**config.mk**
```make
export PLATFORM = sky130hd
export DESIGN_NAME = mode_selector
export DESIGN_NICKNAME = d
export VERILOG_FILES = /design/src/rtl/compy_pkg.sv /design/src/rtl/mode_selector.sv
export SDC_FILE = /design/constraint.sdc
export NUM_CORES = 1
export LEC_CHECK = 0
export ABC_AREA = 1
export BUFFER_PORTS_ARGS = -buffer_cell sky130_fd_sc_hd__buf_2
export CAP_MARGIN = 20
export CORE_AREA = 2 2 39 41
export DETAILED_ROUTE_END_ITERATION = 8
export DIE_AREA = 0 0 41 43
export SETUP_SLACK_MARGIN = 0.1
export SYNTH_ARGS = -nofsm -noshare
export SYNTH_HDL_FRONTEND = slang
export SYNTH_SLANG_ARGS = --single-unit
export TNS_END_PERCENT = 1
```
**constraint.sdc**
```tcl
create_clock -name sys_clk -period 1 [get_ports sys_clk]
set_clock_uncertainty 0.1 [all_clocks]
set_input_delay 0.2 -clock sys_clk [delete_from_list [all_inputs] [get_ports sys_clk]]
set_output_delay 0.2 -clock sys_clk [all_outputs]
set_load 0.01 [all_outputs]
```
**src/rtl/compy_pkg.sv**
```systemverilog
`default_nettype none

package compy_pkg;

   // display modes, encoding shared with the video clocking logic
   typedef enum logic [1:0] {
      MODE_640X480   = 2'd0,
      MODE_800X600   = 2'd1,
      MODE_1920X1080 = 2'd2
   } vga_mode_t;

   // what a host address lands on
   typedef enum logic [1:0] {
      REGION_VRAM     = 2'd0,
      REGION_MODE_REG = 2'd1,
      REGION_NONE     = 2'd2
   } bus_region_t;

endpackage

`default_nettype wire

```
**src/rtl/mode_selector.sv**
```systemverilog
`timescale 1ns/1ps
`default_nettype none

module mode_selector (
   input  logic                sys_clk,
   input  logic                reset_n,
   input  logic                key_mode,
   input  logic                mode_wr,
   input  compy_pkg::vga_mode_t mode_wdata,
   output compy_pkg::vga_mode_t vga_mode
);

   import compy_pkg::*;

   logic [1:0] key_sync; // two flop synchronizer
   logic       key_prev;
   logic       key_fall;
   vga_mode_t  next_mode;
   vga_mode_t  wr_mode;

   // key is idle high, so reset the chain high to avoid a false edge
   always_ff @(posedge sys_clk) begin
      if (!reset_n) begin
         key_sync <= 2'b11;
         key_prev <= 1'b1;
      end else begin
         key_sync <= {key_sync[0], key_mode};
         key_prev <= key_sync[1];
      end
   end

   assign key_fall = key_prev & ~key_sync[1]; // press detected

   always_comb begin
      case (vga_mode)
         MODE_640X480: next_mode = MODE_800X600;
         MODE_800X600: next_mode = MODE_1920X1080;
         default:      next_mode = MODE_640X480; // 1080 wraps around
      endcase
   end

   always_comb begin
      case (mode_wdata)
         MODE_640X480, MODE_800X600, MODE_1920X1080: wr_mode = mode_wdata;
         default: wr_mode = MODE_640X480; // encoding 3 is unused
      endcase
   end

   always_ff @(posedge sys_clk) begin
      if (!reset_n) begin
         vga_mode <= MODE_1920X1080;
      end else if (key_fall) begin
         vga_mode <= next_mode; // key wins over a host write
      end else if (mode_wr) begin
         vga_mode <= wr_mode;
      end
   end

endmodule

`default_nettype wire

```
### After elaboration in Yosys (flattened, before gate mapping)

Index checks and enable logic that the tools add are counted.

* register bits: 5
* input port bits: 6
* word-level logic and storage cells: 16
* output and inout port bits: 2

* reductions and logical operators: 4
* multiplexer cells: 4
* equal/unequal tests: 3
* bitwise logic cells: 2

Operators by type and width (number)
* $mux W2: 3
* $eq A2 B1 Y1 const B: 2
* $logic_not A2 Y1: 2
* $pmux W2 S2: 1
* $reduce_or A3 Y1: 1
* $eq A2 B2 Y1 const B: 1
* $reduce_bool A2 Y1: 1
* $and A1 B1 Y1: 1
* $not A1 Y1: 1

### Logic depth before layout (Yosys ltp)

* word-level depth: 5
* gate-level depth with buffers: 6

### Worst setup path after synthesis

OpenSTA, ideal clock, no wires.

* path type: reg-to-reg
* start: register vga_mode[1]
* end: register vga_mode[0]
* period minus slack after synthesis: 0.864 ns
* setup slack: 0.136 ns
* library setup time: 0.114 ns
* arrival: 0.650 ns
* required time: 0.786 ns
* cell stages (with the launch flop): 6
* cells stage by stage: dfxtp_1 -> inv_1 -> nand2_1 -> nand2_1 -> nand3_2 -> a21oi_2

* word-level cells in the longest chain between the ends: 3
* elaborated cells on any way between the ends: 4
* those cells by class: eq/ne (1); mux (2); reduce/logical (1)

RTL lines
* start: declaration: line mode_selector.sv:10 `output compy_pkg::vga_mode_t vga_mode`
* start signal: assignment: line mode_selector.sv:53 `vga_mode <= next_mode;`
* start signal: assignment: line mode_selector.sv:55 `vga_mode <= wr_mode;`
* $eq A2 B1 Y1 or $logic_not A2 Y1 (tied branches): line mode_selector.sv:35 `case (vga_mode)`
* $pmux W2 S2 (*): line mode_selector.sv:35
* $mux W2 (*): line mode_selector.sv:52 `end else if (key_fall) begin`

Mark *: on every way between the ends. The rest lies on a longest branch, timed or not.
A chain may end at the register's enable or synchronous reset.

### Worst setup path after layout

* start: register vga_mode[0]
* end: output port vga_mode[0]

No word-level cell between the ends.

==> impl_metrics.env <==
export IMPL_crit_family="flip-flops"
export IMPL_worst_setup_path_type="reg2out"
export IMPL_antenna_found_initial=0
export IMPL_status="finished clean"
export IMPL_synth_cell_area_um2=244.0
export IMPL_grt_pass1_vias=208
export IMPL_postRouteAntennaNets=0
export IMPL_synthMuxAreaShare_pct=0
export IMPL_rsz0062_at_grt="yes"
export IMPL_slowest_stage="dfxtp_2"
export IMPL_clock_latency_ps=250
export IMPL_synth_compound_area_share_pct=9.231
export IMPL_critical_path_buf_inv_count=1
export IMPL_routabilityCongestion=0.7365
export IMPL_finalSetupViolCount=0
export IMPL_final_common_cell="nand2_1"
export IMPL_place_area_um2=299.0
export IMPL_period_share_pct=98.80
export IMPL_cts_root_buf="clkbuf_4"
export IMPL_hold_buffers=0
export IMPL_finalHoldViolations=0
export IMPL_yosys_warnings=0
export IMPL_final_cells=61
export IMPL_start_kind="register"
export IMPL_port_buffers=7
export IMPL_worst_pin_slew_ps=133.1
export IMPL_numCtsBuffers=3
export IMPL_synthToLayoutAreaGrowth_pct=43.08
export IMPL_postSynthCellCount=33
export IMPL_relSlewSlack_pct=91.12
export IMPL_worstPathArrival_ps=690
export IMPL_fin_hold_ws_ps=43.61
export IMPL_vias=221
export IMPL_synthSimpleGateAreaFrac_pct=37.44
export IMPL_grt_pass1_wl_um=800
export IMPL_fp_dieW_um=41
export IMPL_final_nets=52
export IMPL_clockBufferDepth=2
export IMPL_synth_top_family_by_area="simple AND/OR/NAND/NOR gates"
export IMPL_drt_iter0_drc=8
export IMPL_cp_max_fo=2
export IMPL_cts_max_level=1
export IMPL_synth_xor_area_share_pct=0
export IMPL_crit_chain="buf_6"
export IMPL_synth_cell_types=12
export IMPL_wl_um=487
export IMPL_synth_seq_cells=5
export IMPL_final_area_um2=349.1
export IMPL_synthAdderAreaFrac_pct=0
export IMPL_end_kind="output port"
export IMPL_dieHeight_um=43
export IMPL_drc=0
export IMPL_drv_cap=0
export IMPL_final_max_slew_viol_count=0
export IMPL_core_region_area_mm2=0.001384
export IMPL_diodes=0
export IMPL_synth_area_per_cell_um2=7.393
export IMPL_clock_sinks=5
export IMPL_cellPowerDensity_mw_per_mm2=1541
export IMPL_clock_fmax_ghz=1.012
export IMPL_wl_per_cell_um=7.984
export IMPL_dp_cells=56
export IMPL_irDropWorstVdd_uv=412.6
export IMPL_cts_tree="done"
export IMPL_layout_common_cells="nand2_1, inv_1, buf_2, clkbuf_4, dfxtp_1"
export IMPL_start_util_pct=17.63
export IMPL_grt_max_degree=6
export IMPL_vias_per_cell=3.623
export IMPL_path_clk_slew_ps=50
export IMPL_fin_tns_setup_ps=0
export IMPL_grt_use_total_pct=7.940
export IMPL_min_period_ps=988.0
export IMPL_drt_first_pass_iters=3
export IMPL_drive_above_1_share_pct=48.89
export IMPL_grt_ovfl_total=0
export IMPL_ys_seq_area_share_pct=41.03
export IMPL_rows=14
export IMPL_p_total_w=0.0005381
export IMPL_io_pins=8
export IMPL_p_leak_nw=0.1873
export IMPL_crit_required_ps=700
export IMPL_critPathMaxStageDelay_ps=320
export IMPL_hold_class="in2reg"
export IMPL_synth_fp_nets=39
export IMPL_dieArea_mm2=0.001763
## kinds of logic (layout without fill, tap and decap cells)
group | after synthesis | in the layout
flops | 5 | 5
buf+inv | 8 | 20
compound gates | 3 | 3
simple gates | 17 | 17
## metal layers
layer / up-vias / global-route usage, % / part of all wire (%)
met5: - / 0 / 0
met4: 0 / 12.00 / 2.3
met3: 2 / 4.712 / 7.4
met2: 5 / 8.125 / 46
met1: 95 / 8.387 / 45
li1: 119 / - / -
## state kept, by name, summed over array words and instances, names as in the netlist
signal,flops
vga_mode,2
key_sync,2
key_prev,1
## through the flow
| stage | setup WS (ps) | util, % |
|---|---|---|
| finish | 11.98 | 25.23 |
| global placement | 109.7 | 21.61 |
| floorplan | 135.6 | - |
| CTS | 0.3044 | 25.23 |
| detailed placement | 90.78 | 21.61 |
| global route | -18.41 | 25.23 |
## cells in the mapped netlist
cell / instances / area share (%)
inv_1: 7 / 11
nand3_2: 1 / 4.1
dfxtp_1: 5 / 41
o21ai_2: 1 / 3.6
or2_2: 2 / 5.1
nand3_1: 1 / 2.0
o21ai_1: 1 / 2.0
a21oi_2: 1 / 3.6
nand2_4: 2 / 9.2
inv_2: 1 / 1.5
nand2_1: 9 / 14
nor2_1: 2 / 3.1
## area by class of cell
cell class | count | area, um^2
clock buffer | 3 | 22.52
tap | 16 | 20.02
multi-input combinational | 20 | 113.9
timing repair buffer | 8 | 55.05
fill | 153 | 1035
sequential | 5 | 102.6
clock inverter | 1 | 5.005
inverter | 8 | 30.03
## where the power goes
| part | switching (W) | total [W] | internal [W] |
|---|---|---|---|
| logic | 0.0000384 | 0.0000758 | 0.0000375 |
| clock network | 0.0000986 | 0.000244 | 0.000146 |
| registers | 0.00000658 | 0.000218 | 0.000211 |
## repair_timing
item / CTS / global route
pin swaps: 0 / 1
hold endpoints to repair: 0 / 0
endpoints found under the setup margin: 3 / 4
setup buffers: 1 / 0
resized for setup: 4 / 0
## worst paths after layout
path          startpoint           to  slack [ps]  cells past startpoint
min reg2reg  key_sync[0]  key_sync[1]         300                      1
max          vga_mode[0]  vga_mode[0]          10                      1
min             key_mode  key_sync[0]          40                      2
max reg2reg  vga_mode[0]  vga_mode[0]          40                      6
(Power assumes the default switching activity.)
