### src/rtl/compy_defines.svh
`ifndef COMPY_DEFINES_SVH
`define COMPY_DEFINES_SVH

// bus and datapath widths
`define ADDR_W        16
`define DATA_W        8
`define VRAM_AW       11

// video fetch port
`define PAGE_W        8
`define OFS_W         14
`define PAGE_SHIFT    9

// host memory map
`define VRAM_LO       16'hA000
`define VRAM_HI       16'hDFFF
`define MODE_REG_ADDR 16'h9000
`define UNMAPPED_DATA 8'hFF

`endif

### src/rtl/compy_pkg.sv
`default_nettype none

package compy_pkg;

   // display modes, encoding shared with the video clocking logic
   typedef enum logic [1:0] {
      MODE_640X480   = 2'd0,
      MODE_800X600   = 2'd1,
      MODE_1920X1080 = 2'd2
   } vga_mode_t;

   // what a host address lands on
   typedef enum logic [1:0] {
      REGION_VRAM     = 2'd0,
      REGION_MODE_REG = 2'd1,
      REGION_NONE     = 2'd2
   } bus_region_t;

endpackage

`default_nettype wire

### src/rtl/vram_fetch_if.sv
`timescale 1ns/1ps
`default_nettype none
`include "compy_defines.svh"

interface vram_fetch_if;

   logic [`PAGE_W-1:0] page;   // 512 byte page
   logic [`OFS_W-1:0]  offset; // byte offset from page base
   logic               req;    // held until ack
   logic               ack;    // one cycle pulse
   logic [`DATA_W-1:0] data;   // valid with ack

   modport requester (
      output page, offset, req,
      input  ack, data
   );

   modport server (
      input  page, offset, req,
      output ack, data
   );

endinterface

`default_nettype wire

### src/rtl/vram_arbiter.sv
`timescale 1ns/1ps
`default_nettype none
`include "compy_defines.svh"

module vram_arbiter (
   input  logic                 sys_clk,
   input  logic                 reset_n,
   vram_fetch_if.server         fetch,
   input  logic                 wb_cyc,
   input  logic                 wb_stb,
   input  logic                 wb_we,
   input  logic [`ADDR_W-1:0]   wb_adr,
   input  logic [`DATA_W-1:0]   wb_dat_w,
   output logic [`DATA_W-1:0]   wb_dat_r,
   output logic                 wb_ack,
   input  compy_pkg::vga_mode_t vga_mode,
   output logic                 mode_wr,
   output compy_pkg::vga_mode_t mode_wdata,
   output logic                 ram_we,
   output logic [`VRAM_AW-1:0]  ram_addr,
   output logic [`DATA_W-1:0]   ram_wdata,
   input  logic [`DATA_W-1:0]   ram_rdata
);

   import compy_pkg::*;

   localparam int LIN_W = `PAGE_W + `PAGE_SHIFT;

   typedef enum logic [1:0] {
      READY   = 2'd0,
      ADDR    = 2'd1,
      CAPTURE = 2'd2,
      ACK     = 2'd3
   } arb_state_t;

   arb_state_t         state;
   logic               serving_host; // current cycle belongs to the host
   logic               host_turn;    // host goes first at the next READY
   logic               host_req;
   logic               fetch_go;
   logic [LIN_W-1:0]   fetch_lin;
   bus_region_t        host_region_d;
   bus_region_t        host_region;
   logic               host_we;
   logic [`VRAM_AW-1:0] addr_q;
   logic [`DATA_W-1:0] wdata_q;
   logic [`DATA_W-1:0] rdata_q;
   logic               fetch_ack_q;
   logic               wb_ack_q;

   assign host_req = wb_cyc & wb_stb;

   // a fetch loses only when the host already waited through one
   assign fetch_go = fetch.req & ~(host_turn & host_req);

   // page * 512 + offset
   assign fetch_lin = {fetch.page, {`PAGE_SHIFT{1'b0}}} + LIN_W'(fetch.offset);

   always_comb begin
      if (wb_adr >= `VRAM_LO && wb_adr <= `VRAM_HI) begin
         host_region_d = REGION_VRAM;
      end else if (wb_adr == `MODE_REG_ADDR) begin
         host_region_d = REGION_MODE_REG;
      end else begin
         host_region_d = REGION_NONE; // storage, keyboard, sound etc
      end
   end

   always_ff @(posedge sys_clk) begin
      if (!reset_n) begin
         state        <= READY;
         serving_host <= 1'b0;
         host_turn    <= 1'b0;
         fetch_ack_q  <= 1'b0;
         wb_ack_q     <= 1'b0;
      end else begin
         case (state)
            READY: begin
               if (fetch_go) begin
                  state        <= ADDR;
                  serving_host <= 1'b0;
                  host_turn    <= host_req; // host is next if it is waiting
               end else if (host_req) begin
                  state        <= ADDR;
                  serving_host <= 1'b1;
                  host_turn    <= 1'b0;
               end
            end
            ADDR: begin
               state <= CAPTURE; // RAM samples address on this edge
            end
            CAPTURE: begin
               state       <= ACK;
               fetch_ack_q <= ~serving_host;
               wb_ack_q    <= serving_host;
            end
            ACK: begin
               state       <= READY;
               fetch_ack_q <= 1'b0;
               wb_ack_q    <= 1'b0;
            end
            default: state <= READY;
         endcase
      end
   end

   // request payload, latched when READY accepts
   always_ff @(posedge sys_clk) begin
      if (state == READY) begin
         if (fetch_go) begin
            addr_q <= fetch_lin[`VRAM_AW-1:0]; // wraps inside 2 KiB
         end else begin
            addr_q      <= wb_adr[`VRAM_AW-1:0];
            wdata_q     <= wb_dat_w;
            host_we     <= wb_we;
            host_region <= host_region_d;
         end
      end
   end

   // read data for either side, captured the cycle before ack
   always_ff @(posedge sys_clk) begin
      if (state == CAPTURE) begin
         if (!serving_host) begin
            rdata_q <= ram_rdata;
         end else begin
            case (host_region)
               REGION_VRAM:     rdata_q <= ram_rdata;
               REGION_MODE_REG: rdata_q <= (`DATA_W)'(vga_mode); // zero-extended
               default:         rdata_q <= `UNMAPPED_DATA;
            endcase
         end
      end
   end

   assign ram_addr  = addr_q;
   assign ram_wdata = wdata_q;
   assign ram_we    = (state == ADDR) && serving_host && host_we &&
                      (host_region == REGION_VRAM);

   // mode register loads on the ack edge
   assign mode_wr    = (state == ACK) && serving_host && host_we &&
                       (host_region == REGION_MODE_REG);
   assign mode_wdata = vga_mode_t'(wdata_q[1:0]);

   assign fetch.ack  = fetch_ack_q;
   assign fetch.data = rdata_q;
   assign wb_ack     = wb_ack_q;
   assign wb_dat_r   = rdata_q;

endmodule

`default_nettype wire

### src/flat_wrapper.sv
// flat-port wrapper written by rule: the top's interface ports become plain ports
module vram_arbiter_flat import compy_pkg::*;
  (sys_clk, reset_n, wb_cyc, wb_stb, wb_we, wb_adr, wb_dat_w, wb_dat_r, wb_ack, vga_mode, mode_wr, mode_wdata, ram_we, ram_addr, ram_wdata, ram_rdata, fetch_page, fetch_offset, fetch_req, fetch_ack, fetch_data);
  vram_fetch_if fetch_i ();
  input  logic sys_clk;
  input  logic reset_n;
  input  logic wb_cyc;
  input  logic wb_stb;
  input  logic wb_we;
  input  logic [`ADDR_W-1:0] wb_adr;
  input  logic [`DATA_W-1:0] wb_dat_w;
  output logic [`DATA_W-1:0] wb_dat_r;
  output logic wb_ack;
  input  compy_pkg::vga_mode_t vga_mode;
  output logic mode_wr;
  output compy_pkg::vga_mode_t mode_wdata;
  output logic ram_we;
  output logic [`VRAM_AW-1:0] ram_addr;
  output logic [`DATA_W-1:0] ram_wdata;
  input  logic [`DATA_W-1:0] ram_rdata;
  input wire logic [$bits(fetch_i.page)-1:0] fetch_page;
  input wire logic [$bits(fetch_i.offset)-1:0] fetch_offset;
  input wire logic [$bits(fetch_i.req)-1:0] fetch_req;
  output wire logic [$bits(fetch_i.ack)-1:0] fetch_ack;
  output wire logic [$bits(fetch_i.data)-1:0] fetch_data;
  assign fetch_i.page = fetch_page;
  assign fetch_i.offset = fetch_offset;
  assign fetch_i.req = fetch_req;
  assign fetch_ack = fetch_i.ack;
  assign fetch_data = fetch_i.data;
  vram_arbiter u_core (.sys_clk(sys_clk), .reset_n(reset_n), .fetch(fetch_i), .wb_cyc(wb_cyc), .wb_stb(wb_stb), .wb_we(wb_we), .wb_adr(wb_adr), .wb_dat_w(wb_dat_w), .wb_dat_r(wb_dat_r), .wb_ack(wb_ack), .vga_mode(vga_mode), .mode_wr(mode_wr), .mode_wdata(mode_wdata), .ram_we(ram_we), .ram_addr(ram_addr), .ram_wdata(ram_wdata), .ram_rdata(ram_rdata));
endmodule
### config.mk
export PLATFORM = sky130hd
export DESIGN_NAME = vram_arbiter_flat
export DESIGN_NICKNAME = d
export VERILOG_FILES = /design/src/rtl/compy_pkg.sv /design/src/rtl/vram_fetch_if.sv /design/src/rtl/vram_arbiter.sv /design/src/flat_wrapper.sv
export VERILOG_INCLUDE_DIRS = /design/src /design/src/rtl
export SDC_FILE = /design/constraint.sdc
export NUM_CORES = 1
export LEC_CHECK = 0
export BUFFER_PORTS_ARGS = -buffer_cell sky130_fd_sc_hd__buf_4
export CAP_MARGIN = 20
export CORE_MARGIN = 10
export CORE_UTILIZATION = 40
export CTS_BUF_LIST = sky130_fd_sc_hd__clkbuf_2
export CTS_CLUSTER_SIZE = 16
export DETAILED_ROUTE_END_ITERATION = 8
export PLACE_DENSITY = 0.86
export SLEW_MARGIN = 20
export SYNTH_ARGS = -nofsm -noshare
export SYNTH_HDL_FRONTEND = slang
export SYNTH_SLANG_ARGS = --single-unit
### constraint.sdc
create_clock -name sys_clk -period 2.2 [get_ports sys_clk]
set_clock_uncertainty 0.05 [all_clocks]
set_input_delay 0.22 -clock sys_clk [delete_from_list [all_inputs] [get_ports sys_clk]]
set_output_delay 0.22 -clock sys_clk [all_outputs]
set_load 0.05 [all_outputs]
# Word-level counts from Yosys, hierarchy flattened
# Index checks and enable logic that the tools add are counted.
[totals] register_bits=36 wordCells=51
[classes] add_sub_neg=1 n_lt_le_gt_ge=2 eq_ne=6 n_mux=13 bitwise=6 n_reduce_logical=13
[ops] op="equality test 16 bit, second input constant" n=1
[ops] op=">= comparator 16 bit, second input constant" n=1
[ops] op="less-or-equal comparator 16 bit, second input constant" n=1
[ops] op="case mux 8 bit (2 select lines)" n=1
[ops] op="adder 11 bit" n=1
[ops] op="2-to-1 mux 11 bit" n=1
[ops] op="2-to-1 mux 8 bit" n=1
[ops] op="case mux 2 bit (4 select lines)" n=1
[ops] op="logical AND 1 bit" n=7
[ops] op="2-to-1 mux 2 bit" n=3
[ops] op="equality test 2 x 1 -> 1 bit, second input constant" n=2
[ops] op="equality test 2 bit, second input constant" n=2
[ops] op="logical NOT 2 bit" n=2
[ops] op="2-to-1 mux 1 bit" n=4
[ops] op="case mux 1 bit (2 select lines)" n=2
[ops] op="AND reduction 2 bit" n=2
[ops] op="nonzero test 2 bit" n=2
[ops] op="bitwise AND 1 bit" n=3
[ops] op="inequality test 3 x 1 -> 1 bit, second input constant" n=1
[ops] op="NOT 1 bit" n=3

# Longest topological paths before layout
# Gate-level depths: netlist of run 1.
[logic_depth] depth_word=6 mapped_depth=5 depth_no_buf=5

# Worst setup path after synthesis of run 1
# OpenSTA, ideal clock, no wires.
[synth_timing] kind="register to output" startpoint="reg u_core.state[1]" endpoint="out ram_we" t_arrival_ns=2.220 t_required_ns=1.930 setup_slack_ns=-0.290 stages_incl_launch_ff=5 path_cell_list="dfxtp_1 -> inv_1 -> ha_1 -> nand2_1 -> nor4b_1"
[synth_between] elab_chain_cells=4
[synth_lines] element="from (decl)" line="vram_arbiter.sv:36" source="arb_state_t state;"
[synth_lines] element="from (signal assigned)" line="vram_arbiter.sv:71" source="state <= READY;"
[synth_lines] element="from (signal assigned)" line="vram_arbiter.sv:80" source="state <= ADDR;"
[synth_lines] element="from (signal assigned)" line="vram_arbiter.sv:84" source="state <= ADDR;"
[synth_lines] element="equality test 2 x 1 -> 1 bit" line="vram_arbiter.sv:138" source="assign ram_we = (state == ADDR) && serving_host && host_we &&"
[synth_lines] element="logical AND 1 bit (3 in a row)" line="vram_arbiter.sv:138"
[synth_lines] element="to (decl)" line="flat_wrapper.sv:17" source="output logic ram_we;"
# Every way passes these cells.

# Worst setup path after layout of run 1
# Same ends and word-level chain as after synthesis.

==> results.yml, run 1 <==
cts:
  cts_setup_buffers: 0
  cts_tree: "done"
  cts_resized: 0
  cts.sinks: 36
  clk_path_buf_depth: 2
  h-tree-depth: 2
  cts_made_buffers: 5
  clkTransAtPathRegs_ps: 170
  clock_latency_ps: 370
  cts-hold-fix-buffers: 9
  root_buffer: "clkbuf_2"
timing:
  drv_slew: 0
  worst_pin_slew_ps: 488
  final.setup.worst_slack_ps: 368
  relSlewSlack: 0.675
  fmax_mhz: 546
  period_share: 0.833
  period_minus_slack_ps: 1830
  setup_violations: 0
  fin_tns_setup_ps: 0
  rsz0062_at_grt: "false"
  hold_violations: 0
power_and_ir_drop:
  cellLeakagePower_nw: 1.08
  p_per_area_nw_per_um2: 1220
  ir_worst_vdd_mv: 0.635
route:
  wl_mm: 4.38
  drtIter0Drc: 39
  ant_nets: 0
  dr.pass1.iters: 4
  wl_per_cell_um: 16.4
  viasPerCell: 4.86
  route.detailed.drc: 0
  via_count: 1297
synthesis:
  synthArstFlopShare: 0
  synth_fa_ha_area_frac: 0.0381
  synth_xor_area_frac: 0.0160
  seq_area_frac_synth: 0.622
  yosysUniqueCellTypes: 32
  synth-compound-area-share: 0.0915
  synth_top_family_by_area: "compound AO/OA/AOI/OAI gates"
  synth_ff_type: "edfxtp_1"
  netlist.area_leader.share: 0.549
  syn_area_um2: 1640
  postSynthNetCount: 185
  yosys.area_share.simple: 0.0755
  yosys_warnings: 0
  synth_seq_cells: 36
  synth_edf_count: 30
  synthMuxAreaShare: 0.0877
  netlist_top_cells_count: "edfxtp_1 (30), mux2_2 (11), buf_4 (10)"
  synth.most_common_cell: "edfxtp_1"
  avgSynthCellArea_um2: 13.9
  synth.area.top_cells: "edfxtp_1 (55%), mux2_2 (7.5%), dfxtp_1 (7.3%), buf_4 (4.6%), ha_1 (3.8%)"
  synth_area_leader_cell: "edfxtp_1"
  syn-instance-count: 118
setup_path:
  slowest_delay_ps: 360
  cp-endpoint: "ram_we"
  path_depth: 5
  arrival_ps: 1560
  crit_type: "reg2out"
  regToRegEndpoint: "u_core.ram_addr[1]"
  required_ps: 1930
  worst-path-max-fanout: 3
  cp_cell_sequence: "inv_1, ha_1, nand2_1, nor4b_2, buf_4"
  rr_startpoint: "u_core.host_turn"
  reg2regPathDepth: 3
  critical_path.top_delay_family: "flip-flops"
  cp-start-kind: "flop"
  endpoint_kind: "output port"
  reg2reg_slack_ps: 660
  cp_slowest_cell: "dfxtp_1"
  cp_num_buf_inv: 2
  crit_path_start: "u_core.state[1]"
place:
  placed_cells: 250
  io_buffers: 93
  post-place-ws_ps: 660
  gp_congestion: 0.679
  hpwlAfterDp_mm: 3.64
final_layout:
  final_cells: 267
  syn2layout_area_growth_pct: 49.9
  register_area_um2: 1020
  fill_cells: 336
  finish.utilization: 0.615
  drive_above_1_share: 0.525
  diodes: 0
  nNetsFinal: 284
  multi_input_area_um2: 513
floorplan:
  fp-row-count: 23
  die_w_um: 84.1
  ioPinCount: 103
  initial_core_util: 0.410
  coreArea_um2: 4000
  fp.dieH_um: 84.1
  die_area_um2: 7070
global_route:
  antenna_found_initial: 0
  grt_max_degree: 16
  grt_pass1_wl_mm: 7.11
  track_usage: 0.126
  grt.overflow.total: 0
  grt_pass1_vias: 1498
worst_hold_path:
  hold_class: "in2reg"
flow_run:
  cap_violations: 0
run_status:
  outcome: "finished, final reports clean"
## how the worst min path moves through the flow
stage | start | end | slack [ps] | depth (start not counted)
CTS | reset_n | u_core.host_turn | 30 | 2
detailed placement | wb_dat_w[3] | u_core.ram_wdata[3] | 350 | 1
finish | ram_rdata[4] | u_core.fetch.data[4] | 60 | 2
floorplan | wb_we | u_core.host_we | 270 | 0
global placement | wb_dat_w[6] | u_core.ram_wdata[6] | 350 | 1
global route | ram_rdata[7] | u_core.fetch.data[7] | 30 | 2
## per-layer routing
layer	GRT usage	up-vias	wire length, um
met1	0.115	593	1600
li1	-	624	-
met2	0.215	74	2120
met3	0.0781	6	588
met5	0	-	0
met4	0.0563	0	68
## worst reg2reg max path: stages (launching register included)
cell,delay [ps]
dfxtp_1,390
nand3_1,100
nand2_1,370
mux2_2,400
## power by group
group	total, W	leakage (nW)	internal, W	switching, W
clock network	0.000271	0.0239	0.0000656	0.000206
logic	0.00161	0.718	0.000476	0.00113
registers	0.00113	0.336	0.00103	0.0000971
## placed cells by master (no fill, tap or decap), drive strengths merged, types with 3 or more instances in the layout
cell	synthesis	layout
buf	12	95
edfxtp	30	30
mux2	11	11
dlygate4sd3	0	10
a21o	7	7
dfxtp	6	6
nand2	6	6
inv	5	5
ha	5	5
clkbuf	1	5
o22a	4	4
a21oi	4	4
nor2	4	4
nor4b	3	3
## final cells by class
cell class              instances  share of cell area
inverters                       5             0.00763
repair buffers                105               0.330
flip-flops and latches         36               0.415
clock inverters                 2             0.00305
well taps                      50              0.0254
clock buffers                   5              0.0102
multi-input cells              64               0.208
## kinds of logic (layout without fill, tap and decap cells)
| kind of cell | count (synthesis) | after routing |
|---|---|---|
| buf+inv | 18 | 117 |
| compound gates | 21 | 21 |
| xor+xnor | 3 | 3 |
| simple gates | 22 | 22 |
| fa+ha+maj | 5 | 5 |
| flops | 36 | 36 |
| mux | 13 | 13 |
## sequential cells by signal (all words and copies together) (netlist names)
register,count
u_core.fetch.ack,1
u_core.fetch.data,8
u_core.host_region,2
u_core.host_turn,1
u_core.host_we,1
u_core.ram_addr,11
u_core.ram_wdata,8
u_core.serving_host,1
u_core.state,2
u_core.wb_ack,1
## per-stage QoR
stage | hold WS (ps) | area, um2 | power [W]
after floorplan | 269 | 1650 | 0.00228
after global placement | 348 | 2330 | 0.00273
after detailed placement | 349 | 2330 | 0.00277
after CTS | 26.0 | 2450 | 0.00305
after global routing | 27.1 | 2460 | 0.00317
final | 59.7 | 2460 | 0.00301
Power figures use the tool's default switching activity.
==> run 2: changes to the inputs <==
--- a/config.mk
+++ b/config.mk
@@ -9,11 +9,11 @@
 export BUFFER_PORTS_ARGS = -buffer_cell sky130_fd_sc_hd__buf_4
 export CAP_MARGIN = 20
 export CORE_MARGIN = 10
-export CORE_UTILIZATION = 40
+export CORE_UTILIZATION = 44
 export CTS_BUF_LIST = sky130_fd_sc_hd__clkbuf_2
 export CTS_CLUSTER_SIZE = 16
 export DETAILED_ROUTE_END_ITERATION = 8
-export PLACE_DENSITY = 0.86
+export PLACE_DENSITY = 0.89
 export SLEW_MARGIN = 20
 export SYNTH_ARGS = -nofsm -noshare
 export SYNTH_HDL_FRONTEND = slang
==> constraint.sdc (replaced) <==
create_clock -name sys_clk -period 1.8 [get_ports sys_clk]
set_clock_uncertainty 0.05 [all_clocks]
set_input_delay 0.18 -clock sys_clk [delete_from_list [all_inputs] [get_ports sys_clk]]
set_output_delay 0.18 -clock sys_clk [all_outputs]
set_load 0.05 [all_outputs]
==> run 2 against run 1 <==
Net effect:
- sequential share of layout area shrank 1.7 points
- worst setup slack lost 280 ps
- cell count grew 2.2%
- die area shrank 7.0%
- critical endpoint unchanged
- highest routed layer unchanged
- largest power group unchanged
==> results.yml, run 2 (synthesized netlist as in run 1, its figures left out) <==
run_status:
  outcome: "finished, final reports clean"
power_and_ir_drop:
  p_sw_frac: 0.457
  intPower_w: 0.00214
  power_w: 0.00394
  clkPwrFrac: 0.127
  cellLeakagePower_nw: 1.13
  seqPwrFrac: 0.354
  p_per_area_nw_per_um2: 1530
  power_frac_comb: 0.519
  ir_worst_vdd_mv: 0.804
  p_sw_w: 0.00180
final_layout:
  largest_reg_flops: 11
  nNetsFinal: 291
  diodes: 0
  fill_cells: 277
  design_area_um2: 2580
  final_cells: 273
  syn2layout_area_growth_pct: 57.2
  drive_above_1_share: 0.560
  final_common_cell: "buf_4"
  final_cell_mix: "buf_4 (97), edfxtp_1 (30), dlygate4sd3_1 (15), mux2_2 (11), a21o_1 (7)"
cts:
  clkTransAtPathRegs_ps: 180
  h-tree-depth: 2
  clk_path_buf_depth: 2
  root_buffer: "clkbuf_2"
  cts.sinks: 36
  cts_tree: "done"
  clock_latency_ps: 360
  cts_made_buffers: 5
timing:
  worst_pin_slew_ps: 486
  drv_slew: 0
  period_minus_slack_ps: 1710
  setup_violations: 0
  relSlewSlack: 0.676
  rsz0062_at_grt: "true"
  fmax_mhz: 584
  hold_violations: 0
  period_share: 0.951
  fin_hold_ws_ps: 33.6
floorplan:
  ioPinCount: 103
  coreArea_um2: 3630
  fp.dieH_um: 81.1
  die_w_um: 81.1
  die_area_um2: 6570
  fp-row-count: 22
  initial_core_util: 0.452
global_route:
  grt_max_degree: 16
  grt.overflow.total: 0
  track_usage: 0.135
  grt_pass1_wl_mm: 6.92
  antenna_found_initial: 0
  grt_pass1_vias: 1476
flow_run:
  cap_violations: 0
route:
  wl_per_cell_um: 16.4
  drtIter0Drc: 43
  via_count: 1312
  wl_mm: 4.48
  route.detailed.drc: 0
  dr.pass1.iters: 4
  viasPerCell: 4.81
  ant_nets: 0
place:
  gp_congestion: 0.714
  placed_cell_area_um2: 2330
  io_buffers: 93
  hpwlAfterDp_mm: 3.53
  placed_cells: 248
worst_hold_path:
  hold_class: "in2reg"
  hold_depth: 2
setup_path:
  crit_path_start: "u_core.state[1]"
  cp-endpoint: "ram_we"
  endpoint_kind: "output port"
  crit_type: "reg2out"
  regToRegEndpoint: "u_core.ram_addr[5]"
  reg2reg_slack_ps: 220
  required_ps: 1570
  worst-path-max-fanout: 2
  arrival_ps: 1480
  reg2regPathDepth: 3
  rr_startpoint: "u_core.host_turn"
  cp-start-kind: "flop"
## run 2: cell count changes in the layout (fill, tap and decap cells not counted), sizes merged
| cell | change |
|---|---|
| clkbuf | +1 |
| dlygate4sd3 | +5 |
| clkinv | -1 |
| bufinv | +1 |
| buf | +2 |
## run 2: routing by layer
layer	global-route usage	wire length (um)	vias to the layer above
li1	-	-	640
met1	0.129	1580	594
met2	0.227	2100	74
met3	0.0927	769	4
met4	0.0467	35	0
met5	0	0	-
## run 2: final cells by class
cell class	instances	area, um2	share of cell area
clock buffer	6	30.0	0.0116
multi-input combinational	64	532	0.206
tap	48	60.1	0.0233
sequential	36	1030	0.398
timing repair buffer	112	878	0.340
clock inverter	2	35.0	0.0136
inverter	5	18.8	0.00727
## run 2: critical path: stages (launching register included)
cell     delay, ps
dfxtp_2        360
inv_2           70
ha_4           130
nand2_2         50
nor4b_2        260
buf_4          240
## run 2: worst min path at each step
stage	from	endpoint	slack (ps)
after floorplan	wb_we	u_core.host_we	230
after global placement	wb_dat_w[0]	u_core.ram_wdata[0]	310
after detailed placement	wb_dat_w[1]	u_core.ram_wdata[1]	310
after CTS	ram_rdata[4]	u_core.fetch.data[4]	0.8
after global routing	ram_rdata[7]	u_core.fetch.data[7]	6
final	ram_rdata[7]	u_core.fetch.data[7]	30
## run 2: power groups by stage
stage	registers (W)	clock network [W]	logic [W]
after detailed placement	0.00141	0	0.00197
after global placement	0.00139	0	0.00195
after global routing	0.00143	0.000554	0.00217
after floorplan	0.00216	0	0.000631
final	0.00140	0.000500	0.00205
after CTS	0.00138	0.000510	0.00200
## run 2: what timing repair did
| action | in CTS | in global routing |
|---|---|---|
| setup endpoints to repair | 0 | 2 |
| setup buffers | 0 | 2 |
| hold buffers | 12 | 3 |
| endpoints found under the hold margin | 12 | 3 |
| gates resized for setup | 0 | 8 |
## run 2: stage by stage
step / setup WS (ps) / util / TNS [ps]
floorplan: 10.5 / - / 0
global placement: 281 / 0.641 / 0
detailed placement: 257 / 0.641 / 0
CTS: 27.6 / 0.692 / 0
global route: -6.51 / 0.710 / -6.51
finish: 87.6 / 0.710 / 0
